--- config.mk ---
export PLATFORM = sky130hd
export DESIGN_NAME = fpAddSubTop
export DESIGN_NICKNAME = d
export VERILOG_FILES = /design/src/logic/fpAddPkg.sv /design/src/logic/fpPrealign.sv /design/src/logic/fpAlign.sv /design/src/logic/fpMantAdd.sv /design/src/logic/fpNormalize.sv /design/src/logic/fpRound.sv /design/src/logic/fpAddSubTop.sv
export SDC_FILE = /design/constraint.sdc
export NUM_CORES = 1
export LEC_CHECK = 0
export ABC_AREA = 0
export BUFFER_PORTS_ARGS = -buffer_cell sky130_fd_sc_hd__buf_2
export CAP_MARGIN = 20
export CELL_PAD_IN_SITES_DETAIL_PLACEMENT = 0
export CELL_PAD_IN_SITES_GLOBAL_PLACEMENT = 1
export CORE_UTILIZATION = 40
export CTS_BUF_LIST = sky130_fd_sc_hd__clkbuf_8
export CTS_CLUSTER_SIZE = 24
export DETAILED_ROUTE_END_ITERATION = 10
export PLACE_DENSITY_LB_ADDON = 0.1
export SETUP_SLACK_MARGIN = 0.15
export SLEW_MARGIN = 25
export SYNTH_ARGS = -nofsm -noshare
export SYNTH_HDL_FRONTEND = slang
export SYNTH_SLANG_ARGS = --single-unit
--- constraint.sdc ---
create_clock -name clk -period 7.5 [get_ports clk]
set_input_delay 1.125 -clock clk [delete_from_list [all_inputs] [get_ports clk]]
set_output_delay 1.125 -clock clk [all_outputs]
set_load 0.05 [all_outputs]
--- src/logic/fpAddPkg.sv ---
package fpAddPkg;
	// Half-precision format
	localparam int EXP_W    = 5;
	localparam int MAN_W    = 10;                 // Stored fraction
	localparam int SIG_W    = MAN_W + 1;          // Fraction plus hidden bit
	localparam int EXP_BIAS = 15;
	localparam int GRS_W    = 3;                  // Guard, round, sticky
	localparam int SUM_W    = SIG_W + GRS_W + 1;  // One extra bit for the carry out

	localparam logic [15:0] QNAN = 16'h7E00;     // Canonical quiet NaN

	typedef enum logic {
		opAdd = 1'b0,
		opSub = 1'b1
	} fpOp_e;

	typedef struct packed {
		logic             sign;
		logic [EXP_W-1:0] exp;
		logic [MAN_W-1:0] frac;
	} fp16_t;

	// Exception flags with no divide-by-zero for an adder
	typedef struct packed {
		logic overflow;
		logic underflow;
		logic invalid;
		logic inexact;
	} fpFlags_t;

	// Special-case override decided up front and applied at packing
	typedef struct packed {
		logic forceNan;
		logic forceInf;
		logic infSign;  // Sign of the infinity to emit
	} fpClass_t;

	typedef struct packed {
		logic             valid;
		logic             effSub;    // Magnitudes are subtracted
		logic             sign;      // Sign of the larger operand
		logic [EXP_W-1:0] exp;       // Larger exponent
		logic [SIG_W-1:0] sigL;      // Larger significand
		logic [SIG_W-1:0] sigS;      // Smaller significand before alignment
		logic [EXP_W-1:0] shift;     // Exponent gap
		logic             bothZero;
		fpClass_t         cls;
	} preStage_t;

	typedef struct packed {
		logic                   valid;
		logic                   effSub;
		logic                   sign;
		logic [EXP_W-1:0]       exp;
		logic [SIG_W-1:0]       sigL;
		logic [SIG_W+GRS_W-1:0] sigS;  // Aligned with GRS in the low bits
		logic                   bothZero;
		fpClass_t               cls;
	} alignStage_t;

	typedef struct packed {
		logic             valid;
		logic             sign;
		logic [EXP_W-1:0] exp;
		logic [SUM_W-1:0] sum;  // Carry, significand, GRS
		logic             bothZero;
		fpClass_t         cls;
	} sumStage_t;

	typedef struct packed {
		logic                    valid;
		logic                    sign;
		logic signed [EXP_W+1:0] exp;  // Can go below 1 or above 30
		logic [SIG_W-1:0]        sig;  // Leading one at the top
		logic                    guard;
		logic                    round;
		logic                    sticky;
		logic                    zeroSum;
		fpClass_t                cls;
	} normStage_t;
endpackage

--- src/logic/fpPrealign.sv ---
module fpPrealign import fpAddPkg::*; (
	input  logic      clk,
	input  logic      rst,
	input  logic      ce,
	input  logic      inValid,
	input  fp16_t     a,
	input  fp16_t     b,
	input  fpOp_e     op,
	output preStage_t pre
);
	localparam logic [EXP_W-1:0] EXP_MAX = '1;

	logic                   signB;  // b sign with the opcode folded in
	logic                   aZero;  // Zero or subnormal read as zero
	logic                   bZero;
	logic                   aNan;
	logic                   bNan;
	logic                   aInf;
	logic                   bInf;
	logic [EXP_W+MAN_W-1:0] aMag;
	logic [EXP_W+MAN_W-1:0] bMag;
	logic                   aLarger;
	logic [EXP_W:0]         expDiff;  // Extra bit catches a wrong ordering
	preStage_t              preNext;

	assign signB = b.sign ^ (op == opSub);  // a - b is a + (-b)
	assign aZero = (a.exp == '0);
	assign bZero = (b.exp == '0);
	assign aNan  = (a.exp == EXP_MAX) && (a.frac != '0);
	assign bNan  = (b.exp == EXP_MAX) && (b.frac != '0);
	assign aInf  = (a.exp == EXP_MAX) && (a.frac == '0);
	assign bInf  = (b.exp == EXP_MAX) && (b.frac == '0);

	// Flushed magnitudes compare as plain integers
	assign aMag    = aZero ? '0 : {a.exp, a.frac};
	assign bMag    = bZero ? '0 : {b.exp, b.frac};
	assign aLarger = (aMag >= bMag);

	always_comb begin
		preNext.valid    = inValid;
		preNext.effSub   = a.sign ^ signB;
		preNext.bothZero = aZero && bZero;
		if (aLarger) begin
			preNext.sign = a.sign;
			preNext.exp  = a.exp;
			preNext.sigL = {~aZero, aMag[MAN_W-1:0]};  // Hidden bit only for normals
			preNext.sigS = {~bZero, bMag[MAN_W-1:0]};
			expDiff      = {1'b0, a.exp} - {1'b0, b.exp};
		end else begin
			preNext.sign = signB;
			preNext.exp  = b.exp;
			preNext.sigL = {~bZero, bMag[MAN_W-1:0]};
			preNext.sigS = {~aZero, aMag[MAN_W-1:0]};
			expDiff      = {1'b0, b.exp} - {1'b0, a.exp};
		end
		preNext.shift = expDiff[EXP_W-1:0];
		if (preNext.bothZero && preNext.effSub)
			preNext.sign = 1'b0;  // (+0) + (-0) is +0
		preNext.cls.forceNan = aNan || bNan || (aInf && bInf && preNext.effSub);
		preNext.cls.forceInf = (aInf || bInf) && !preNext.cls.forceNan;
		preNext.cls.infSign  = aInf ? a.sign : signB;
	end

	always_ff @(posedge clk) begin
		if (ce) pre <= preNext;
		if (rst) pre.valid <= 1'b0;
	end

	// Swap must always put the larger exponent on top
	shiftNonNeg: assert property (@(posedge clk) disable iff (rst)
		(ce && inValid) |-> !expDiff[EXP_W])
		else $error("prealign produced a negative exponent gap");
endmodule

--- src/logic/fpAlign.sv ---
module fpAlign import fpAddPkg::*; (
	input  logic        clk,
	input  logic        rst,
	input  logic        ce,
	input  preStage_t   pre,
	output alignStage_t aln
);
	localparam int ALN_W = SIG_W + GRS_W;  // Significand plus GRS

	logic [ALN_W-1:0] base;    // Smaller significand with empty GRS
	logic [3:0]       coarse;  // 0, 4, 8 or 12
	logic [ALN_W-1:0] lvl1;
	logic [ALN_W-1:0] lvl2;
	logic             lost1;   // Bits dropped by the coarse level
	logic             lost2;
	alignStage_t      alnNext;

	assign base = {pre.sigS, {GRS_W{1'b0}}};

	always_comb begin
		// Coarse level in steps of four
		coarse  = {pre.shift[3:2], 2'b00};
		lvl1    = base >> coarse;
		lost1   = |(base & ~({ALN_W{1'b1}} << coarse));
		lvl1[0] = lvl1[0] | lost1;  // Fold into sticky
		// Fine level of 0 to 3
		lvl2    = lvl1 >> pre.shift[1:0];
		lost2   = |(lvl1 & ~({ALN_W{1'b1}} << pre.shift[1:0]));
		lvl2[0] = lvl2[0] | lost2;
		// Whole significand falls below sticky
		if (pre.shift >= EXP_W'(ALN_W))
			lvl2 = {{(ALN_W-1){1'b0}}, |pre.sigS};
	end

	always_comb begin
		alnNext.valid    = pre.valid;
		alnNext.effSub   = pre.effSub;
		alnNext.sign     = pre.sign;
		alnNext.exp      = pre.exp;
		alnNext.sigL     = pre.sigL;
		alnNext.sigS     = lvl2;
		alnNext.bothZero = pre.bothZero;
		alnNext.cls      = pre.cls;
	end

	always_ff @(posedge clk) begin
		if (ce) aln <= alnNext;
		if (rst) aln.valid <= 1'b0;
	end
endmodule

--- src/logic/fpMantAdd.sv ---
module fpMantAdd import fpAddPkg::*; (
	input  logic        clk,
	input  logic        rst,
	input  logic        ce,
	input  alignStage_t aln,
	output sumStage_t   sum
);
	logic [SUM_W-1:0] opL;  // Larger with zero GRS and carry headroom
	logic [SUM_W-1:0] opS;  // Aligned smaller
	sumStage_t        sumNext;

	assign opL = {1'b0, aln.sigL, {GRS_W{1'b0}}};
	assign opS = {1'b0, aln.sigS};

	always_comb begin
		sumNext.valid    = aln.valid;
		sumNext.sign     = aln.sign;  // Larger operand sets the sign
		sumNext.exp      = aln.exp;
		sumNext.bothZero = aln.bothZero;
		sumNext.cls      = aln.cls;
		if (aln.effSub)
			sumNext.sum = opL - opS;  // Sticky LSB keeps the borrow right
		else
			sumNext.sum = opL + opS;
	end

	always_ff @(posedge clk) begin
		if (ce) sum <= sumNext;
		if (rst) sum.valid <= 1'b0;
	end

	// Ordering from prealign means a difference never wraps
	diffNonNeg: assert property (@(posedge clk) disable iff (rst)
		(ce && aln.valid && aln.effSub) |-> !sumNext.sum[SUM_W-1])
		else $error("significand difference went negative");
endmodule

--- src/logic/fpNormalize.sv ---
module fpNormalize import fpAddPkg::*; (
	input  logic       clk,
	input  logic       rst,
	input  logic       ce,
	input  sumStage_t  sum,
	output normStage_t nrm
);
	logic                    carry;   // Sum spilled into the top bit
	logic [SUM_W-2:0]        body;    // Sum below the carry
	logic [3:0]              lz;      // Leading zeros in body
	logic [SUM_W-2:0]        shl;
	logic signed [EXP_W+1:0] expIn;
	normStage_t              nrmNext;

	assign carry = sum.sum[SUM_W-1];
	assign body  = sum.sum[SUM_W-2:0];
	assign expIn = $signed({2'b00, sum.exp});

	// Priority encoder where the highest set bit wins
	always_comb begin
		lz = 4'(SUM_W - 2);
		for (int i = 0; i < SUM_W - 1; i++)
			if (body[i]) lz = 4'(SUM_W - 2 - i);
	end

	assign shl = body << lz;  // Leading one to the top

	always_comb begin
		nrmNext.valid   = sum.valid;
		nrmNext.cls     = sum.cls;
		nrmNext.zeroSum = (sum.sum == '0);
		// Exact zero stays negative only for (-0) + (-0)
		nrmNext.sign = sum.sign && (!nrmNext.zeroSum || sum.bothZero);
		if (carry) begin
			// One step right with the lowest two bits folded into sticky
			nrmNext.exp    = expIn + 7'sd1;
			nrmNext.sig    = sum.sum[SUM_W-1:GRS_W+1];
			nrmNext.guard  = sum.sum[GRS_W];
			nrmNext.round  = sum.sum[GRS_W-1];
			nrmNext.sticky = |sum.sum[GRS_W-2:0];
		end else begin
			nrmNext.exp    = expIn - $signed({3'b000, lz});  // May go below 1
			nrmNext.sig    = shl[SUM_W-2:GRS_W];
			nrmNext.guard  = shl[GRS_W-1];
			nrmNext.round  = shl[GRS_W-2];
			nrmNext.sticky = shl[GRS_W-3];
		end
	end

	always_ff @(posedge clk) begin
		if (ce) nrm <= nrmNext;
		if (rst) nrm.valid <= 1'b0;
	end

	// Any nonzero sum must leave here normalized
	leadOne: assert property (@(posedge clk) disable iff (rst)
		(nrm.valid && !nrm.zeroSum) |-> nrm.sig[SIG_W-1])
		else $error("normalized significand lost its leading one");
endmodule

--- src/logic/fpRound.sv ---
module fpRound import fpAddPkg::*; (
	input  logic       clk,
	input  logic       rst,
	input  logic       ce,
	input  normStage_t nrm,
	output logic       outValid,
	output fp16_t      result,
	output fpFlags_t   flags
);
	localparam logic [EXP_W-1:0]        EXP_MAX = '1;  // Inf and NaN exponent
	localparam logic signed [EXP_W+1:0] EXP_TOP = 7'(2 * EXP_BIAS);  // Largest finite

	logic                    roundUp;
	logic [SIG_W:0]          sigRnd;   // One bit up for the rounding carry
	logic signed [EXP_W+1:0] expRnd;
	logic                    inexact;
	fp16_t                   resNext;
	fpFlags_t                flagsNext;

	// Ties go up only from an odd significand
	assign roundUp = nrm.guard && (nrm.round || nrm.sticky || nrm.sig[0]);
	assign sigRnd  = {1'b0, nrm.sig} + {{SIG_W{1'b0}}, roundUp};
	assign expRnd  = nrm.exp + $signed({{(EXP_W+1){1'b0}}, sigRnd[SIG_W]});  // Renormalize
	assign inexact = nrm.guard || nrm.round || nrm.sticky;

	always_comb begin
		// On a rounding carry the fraction is all zero either way
		resNext.sign      = nrm.sign;
		resNext.exp       = expRnd[EXP_W-1:0];
		resNext.frac      = sigRnd[MAN_W-1:0];
		flagsNext         = '0;
		flagsNext.inexact = inexact;
		if (nrm.cls.forceNan) begin
			resNext           = QNAN;
			flagsNext         = '0;
			flagsNext.invalid = 1'b1;
		end else if (nrm.cls.forceInf) begin
			resNext.sign = nrm.cls.infSign;  // Exact so no flags raised
			resNext.exp  = EXP_MAX;
			resNext.frac = '0;
			flagsNext    = '0;
		end else if (nrm.zeroSum) begin
			resNext.exp  = '0;
			resNext.frac = '0;
			flagsNext    = '0;
		end else if (expRnd > EXP_TOP) begin
			resNext.exp        = EXP_MAX;  // Signed infinity
			resNext.frac       = '0;
			flagsNext.overflow = 1'b1;
			flagsNext.inexact  = 1'b1;
		end else if (expRnd < 7'sd1) begin
			resNext.exp         = '0;  // Flush since subnormals are never produced
			resNext.frac        = '0;
			flagsNext.underflow = 1'b1;
			flagsNext.inexact   = 1'b1;
		end
	end

	always_ff @(posedge clk) begin
		if (ce) begin
			outValid <= nrm.valid;
			result   <= resNext;
			flags    <= flagsNext;
		end
		if (rst) outValid <= 1'b0;
	end
endmodule

--- src/logic/fpAddSubTop.sv ---
module fpAddSubTop import fpAddPkg::*; (
	input  logic     clk,
	input  logic     rst,
	input  logic     ce,        // Low freezes every stage
	input  logic     inValid,
	input  fp16_t    a,
	input  fp16_t    b,
	input  fpOp_e    op,
	output logic     outValid,
	output fp16_t    result,
	output fpFlags_t flags
);
	preStage_t   pre;  // Classified and ordered
	alignStage_t aln;  // Smaller significand aligned
	sumStage_t   sum;  // Raw sum or difference
	normStage_t  nrm;  // Leading one at the top

	fpPrealign i_fpPrealign (
		.clk     (clk),
		.rst     (rst),
		.ce      (ce),
		.inValid (inValid),
		.a       (a),
		.b       (b),
		.op      (op),
		.pre     (pre)
	);

	fpAlign i_fpAlign (
		.clk (clk),
		.rst (rst),
		.ce  (ce),
		.pre (pre),
		.aln (aln)
	);

	fpMantAdd i_fpMantAdd (
		.clk (clk),
		.rst (rst),
		.ce  (ce),
		.aln (aln),
		.sum (sum)
	);

	fpNormalize i_fpNormalize (
		.clk (clk),
		.rst (rst),
		.ce  (ce),
		.sum (sum),
		.nrm (nrm)
	);

	fpRound i_fpRound (
		.clk      (clk),
		.rst      (rst),
		.ce       (ce),
		.nrm      (nrm),
		.outValid (outValid),
		.result   (result),
		.flags    (flags)
	);
endmodule

Word level (Yosys, flattened, before mapping):

Index checks and enable logic that the tools add are counted.

* add/subtract/negate cells: 8
* $lt $le $gt $ge: 4
* eq/ne operators: 2
* shift operators: 5
* multiplexer cells: 30
* bitwise gates (word level): 10
* reductions and logical operators: 36

Operators by type and width (count)
* 15-bit two-way mux: 6
* 4-bit two-way mux: 8
* 14-bit AND: 2
* 28-bit two-way mux: 1
* 14-bit NOT: 2
* 14-bit OR reduction: 2
* 21-bit two-way mux: 1
* 10-bit logical NOT: 2
* 10-bit nonzero test: 2
* 14-bit by 14-bit adder with 15-bit output: 1
* 15-bit >= comparator: 1
* 15-bit logical NOT: 1
* 14-bit by 14-bit subtractor with 15-bit output: 1
* 14-bit by 2-bit << shifter with 14-bit output, first input constant: 1
* 14-bit by 4-bit << shifter with 14-bit output: 1
* 14-bit by 4-bit << shifter with 14-bit output, first input constant: 1
* 14-bit by 2-bit >> shifter with 14-bit output: 1
* 14-bit by 4-bit >> shifter with 14-bit output: 1
* 11-bit by 1-bit adder with 12-bit output: 1
* 3-bit two-way mux: 4
* 1-bit logical AND: 11
* 11-bit OR reduction: 1
* 5-bit == test, second input constant: 2
* 5-bit logical NOT: 2
* other kinds (19): 39

* flip-flop bits (word level): 150

Depth between registers and ports, before layout:

* depth after elaboration: 15
* depth in mapped cells: 15
* mapped depth without buffers: 14

Hierarchy:

A second synthesis with hierarchy kept.

* cells, all modules: 915
* area, all modules: 9571.7 µm²

By module, submodules not included
* fpPrealign: instances 1, cells each 251, area each 2451.1 µm², sequential area each 1161.1 µm²
* fpNormalize: instances 1, cells each 232, area each 2140.8 µm², sequential area each 800.8 µm²
* fpMantAdd: instances 1, cells each 195, area each 1981.9 µm², sequential area each 770.7 µm²
* fpAlign: instances 1, cells each 125, area each 1747.9 µm², sequential area each 1101.1 µm²
* fpRound: instances 1, cells each 112, area each 1249.9 µm², sequential area each 620.6 µm²

Worst setup path after synthesis:

Ideal clock, no wire load.

* path type: input-to-reg
* start: in a[11] (netlist bit)
* end: reg, netlist name i_fpPrealign.pre[30]
* library setup time: 0.272 ns
* data arrival time: 3.774 ns
* path slack: 3.454 ns
* stages: 14
* path buffers: 3
* cell sequence: nor4_1 -> nand2_1 -> clkbuf_1 -> nand2_1 -> inv_1 -> ha_1 -> nand2_1 -> o21ai_0 -> a21oi_1 -> o21a_1 -> o31ai_1 -> buf_2 -> clkbuf_1 -> a31oi_1

RTL lines
* start: declaration: line fpAddSubTop.sv:6 `input fp16_t a,`

Worst setup path in the final report:

* start: in b[11] (netlist bit)
* end: reg, netlist name i_fpPrealign.pre[8]

* cells in the longest elaborated chain, start to end: 4
* elaborated cells on any way between the ends: 6
* those cells by class: add/sub (2); order compare (1); mux (2); reduce/logical (1)

RTL lines
* start: declaration: line fpAddSubTop.sv:7 `input fp16_t b,`
* 5-bit logical NOT: line fpPrealign.sv:28 `assign bZero = (b.exp == '0);`
* 15-bit two-way mux: line fpPrealign.sv:36 `assign bMag = bZero ? '0 : {b.exp, b.frac};`
* 15-bit >= comparator: line fpPrealign.sv:37 `assign aLarger = (aMag >= bMag);`
* 5-bit two-way mux *: line fpPrealign.sv:43 `if (aLarger) begin`
* net i_fpPrealign.expDiff[4]: line fpPrealign.sv:23 `logic [EXP_W:0] expDiff;`

Mark *: on every way through the listed nets, which the timed path passes. The rest lies on a longest branch.
A chain may end at the register's enable or synchronous reset.

==> results summary <==
In this run the clock root is driven by a sky130_fd_sc_hd__clkbuf_8. The antenna diode count came out at 0. For this run, asynchronously set or reset flops after synthesis account for 0%.

The total clock buffers created by CTS came out at 17. The worst hold-check path type is register to register. Grouping stages by cell kind, the critical path spends the most delay in simple AND/OR/NAND/NOR gates. The number of buffer and inverter stages on the critical path came out at 3. The clock period could shrink to 4.406 ns.

On the final layout, the worst clock skew is 0.01208 ns. The ratio of cells with drive above 1 in the final layout came out at 13.01%. The relative slew slack came out at 37.60%. The sequential cell area in the final layout is 0.004454 sq mm. The total number of yosys warnings came out at 0. The met3 capacity usage during global routing came out at 3.102%.

The number of global-route vias before repair is 6034. The multi-input gate area in the final layout came out at 0.004028 sq mm. For this run, design rule violations remaining after detail routing come to 0.

TritonCTS built the clock tree. The floorplan die height came out at 151.1 um. The final core area utilization is between 40 and 50%. The post-route setup TNS came out at 0 ns. The net count after synthesis came out at roughly 940. The number of inserted filler cells in the final layout is 2087. The part of the power in combinational logic came out at 24.9%. The count of input and output buffers is 57. The internal portion of total power came out at between 1.5 and 2 mW. The count of vias placed by the detailed router is roughly 6300. The post-route fraction of the period consumed by the critical path is 58.75%. For the worst-skew pair, the clock arrives at the later sink with an insertion delay of 0.44 ns.

After synthesis, the cell types taking the most area are sky130_fd_sc_hd__edfxtp_1 49%, sky130_fd_sc_hd__ha_1 7.6%, sky130_fd_sc_hd__mux2i_1 3.4%. The slew at the pin closest to its max-slew limit came out at 0.9274 ns. The area growth from synthesis to layout is 10.33%. The start-to-end type of the worst setup path is input pin to register.

STA classifies the critical path endpoint as a register. Entering global routing, the biggest net connects just under 80 pins. Clock-pin slew was measured on the worst setup and hold paths at 0.09 ns.

The first-pass GRT wire length is 30520 um. The chip width is 151.1 um. The aggregate global-route resource usage is approximately 17%. The average via count per standard cell came out at 5.336. Pin placement for this block handled 58 I/O pins. The most frequently used cell type in the post-synthesis netlist is sky130_fd_sc_hd__edfxtp_1. The initial core utilization came out at between 40% and 50%. The worst setup path is launched from an input pin.

In this run the biggest area consumer among cell types represents 48.97% of the synthesized area. The initial antenna violation count came out at 0. The proportion of power drawn by flip-flops and latches is roughly 50%. The commonest cells after synthesis are 145 x sky130_fd_sc_hd__edfxtp_1, 76 x sky130_fd_sc_hd__nand2_1, 66 x sky130_fd_sc_hd__inv_1. The post-synthesis sequential element count is 150. The number of levels in the clock H-tree is 4. Dividing the synthesized area by the synthesized cell count gives between 10 and 15 sq um.

The mapped cell area is 0.008892 sq mm. The data required time of the critical path came out at between 7 and 8 ns. At the end of the flow, the number of nets in the layout was 981. The number of DRC markers in iteration 0 is around 370. The flow ran to the end, and the final reports show no timing, DRC or antenna violations. The ratio of total power to cell area came out at roughly 240 mW/mm^2. The hold violation count in the final report came out at 0.

The remaining global-route overflow is 0. The count of nets left with antenna violations once routing finished came out at 0. Synthesis handed over a netlist of 849 instances. In this run, synthesis inferred 145 flip-flops with an integrated enable. Of all nets on the critical path, the largest fanout is 39. The number of different library cells in the post-synthesis netlist came out at between 60 and 70. The buffer count from post-CTS setup fixing came out at 0. Dividing the detail-routed wire length by the instance count gives 15.90 um. The routed design has 18750 um of wire. The count of cells resized by post-cts repair came out at 0. The met2 usage came out at between 20% and 30%. The worst hold-check slack is 0.4239 ns.

The switching power total is 821.7 uW. The count of clock tree sinks came out at 150. For this design, the CTS-stage hold fixing added 0 buffers.

Summing all placed instances gives a cell area of between 0.009 and 0.01 sq mm. The area inside the core boundary came out at 0.02182 sq mm. The standard cell with the maximum stage delay on the critical path is sky130_fd_sc_hd__o31ai_4.

The number of slew-limit violations in the final report is 0. The peak supply drop came out at 0.1218 mV. The critical path's largest stage delay is 0.60 ns. The clock network burns 26.0% of the power.

The cell area after layout came out at just under 0.01 sq mm. Timing would allow up to about 0.23 GHz. The tool flagged a number of max-cap violations equal to 0. For this run, the detailed router's first-pass iteration total came to 5.

The global placer's final weighted congestion came out at 0.8803. Global routing used 22.15% of the available met1 tracks. The analysis attributes to cell leakage a power of 3.900 nW.

The switching power share of the total came out at 34.60%. Setup repair after global routing left no endpoint under its margin. The critical path data arrival time came out at 4.59 ns. The sequential area share after synthesis came out at 50.09%. The die covers 0.02283 sq mm. The initialized floorplan defines 54 standard-cell rows. Detailed placement ended at an HPWL of 14310 um. The primary flip-flop cell chosen by synthesis mapping is sky130_fd_sc_hd__edfxtp_1.

The final setup violation count came out at 0. met2 is the most crowded layer. The worst-case clock buffer depth came out at 2. The library cell occupying the most area in the post-synthesis netlist is sky130_fd_sc_hd__edfxtp_1.

The critical path goes through buf_2 > nor3_1 > nand3_1 > nand2_1 > inv_1 > ha_1 > nor2b_1 > o21ai_0 > a21oi_1 > o21a_1 > o31ai_4 > buf_4 > mux2i_1 > xnor2_1.
[power by group through the flow]
stage,registers [mW],logic [mW],clock network (mW)
global route,1.18,0.664,0.679
global placement,1.18,0.589,0
floorplan,1.13,0.470,0
detailed placement,1.19,0.591,0
finish,1.16,0.592,0.619
CTS,1.17,0.594,0.643
[layer usage]
| layer | vias to the layer above | share of wire (%) |
|---|---|---|
| met5 | - | 0 |
| met4 | 0 | 1.6 |
| met3 | 21 | 3.3 |
| met2 | 133 | 49 |
| met1 | 2969 | 46 |
| li1 | 3168 | - |
[stage by stage]
stage,setup slack (ns),total power [mW],instances
2_1_floorplan,3.454,1.602,849
3_3_place_gp,2.739,1.771,1147
3_5_place_dp,2.646,1.777,1147
4_1_cts,3.130,2.403,1179
5_1_grt,2.808,2.526,1179
6_report,3.094,2.375,1179
[state kept, by name, indices dropped and copies added (netlist names)]
name                count
i_fpAlign.aln          37
i_fpMantAdd.sum        26
i_fpNormalize.nrm      27
i_fpPrealign.pre       39
i_fpRound.flags         4
i_fpRound.outValid      1
i_fpRound.result       16
[worst paths after layout]
check | cells past startpoint | slack (ns) | startpoint | end
setup / recovery | 14 | 3.09 | b[11] | i_fpPrealign.pre[8]
hold / removal | 0 | 0.42 | i_fpPrealign.pre[29] | i_fpAlign.aln[27]
setup reg to reg | 14 | 3.77 | i_fpNormalize.nrm[6] | i_fpRound.result[9]
hold reg to reg | 0 | 0.42 | i_fpPrealign.pre[29] | i_fpAlign.aln[27]
[cell families (layout without fill, tap and decap cells)]
| logic type | after synthesis | in the layout | synth area share, % |
|---|---|---|---|
| xor+xnor | 35 | 35 | 3.447 |
| fa+ha+maj | 58 | 58 | 8.499 |
| buf+inv | 109 | 159 | 4.770 |
| compound gates | 196 | 196 | 14.51 |
| flops | 150 | 150 | 50.09 |
| mux | 39 | 39 | 4.517 |
| simple gates | 262 | 262 | 14.17 |
[cells in the final DEF, fill, tap and decap left out, types with 6 or more instances in the layout]
cell type / instances
sky130_fd_sc_hd__nor2_1: 65
sky130_fd_sc_hd__nand3_1: 31
sky130_fd_sc_hd__ha_1: 54
sky130_fd_sc_hd__nand2_1: 76
sky130_fd_sc_hd__o31ai_1: 9
sky130_fd_sc_hd__a21o_1: 19
sky130_fd_sc_hd__a211oi_1: 6
sky130_fd_sc_hd__o21ai_0: 49
sky130_fd_sc_hd__a31oi_1: 10
sky130_fd_sc_hd__and2_1: 8
sky130_fd_sc_hd__buf_2: 56
sky130_fd_sc_hd__xor2_1: 14
sky130_fd_sc_hd__mux2i_1: 30
sky130_fd_sc_hd__nor2b_1: 9
sky130_fd_sc_hd__nand2b_1: 8
sky130_fd_sc_hd__nor4_1: 9
sky130_fd_sc_hd__clkbuf_8: 17
sky130_fd_sc_hd__and3_1: 6
sky130_fd_sc_hd__o21a_1: 6
sky130_fd_sc_hd__inv_1: 66
sky130_fd_sc_hd__or4_1: 6
sky130_fd_sc_hd__mux2_2: 9
sky130_fd_sc_hd__nor3_1: 25
sky130_fd_sc_hd__a21oi_1: 41
sky130_fd_sc_hd__xnor2_1: 21
sky130_fd_sc_hd__edfxtp_1: 145
[cell type report]
type | count | area share (%)
timing repair buffer | 59 | 3.125
clock buffer | 17 | 2.385
multi-input combinational | 590 | 41.05
clock inverter | 15 | 1.837
tap | 280 | 3.571
inverter | 68 | 2.627
sequential | 150 | 45.40
No activity file was read; power rests on OpenSTA's default activity.
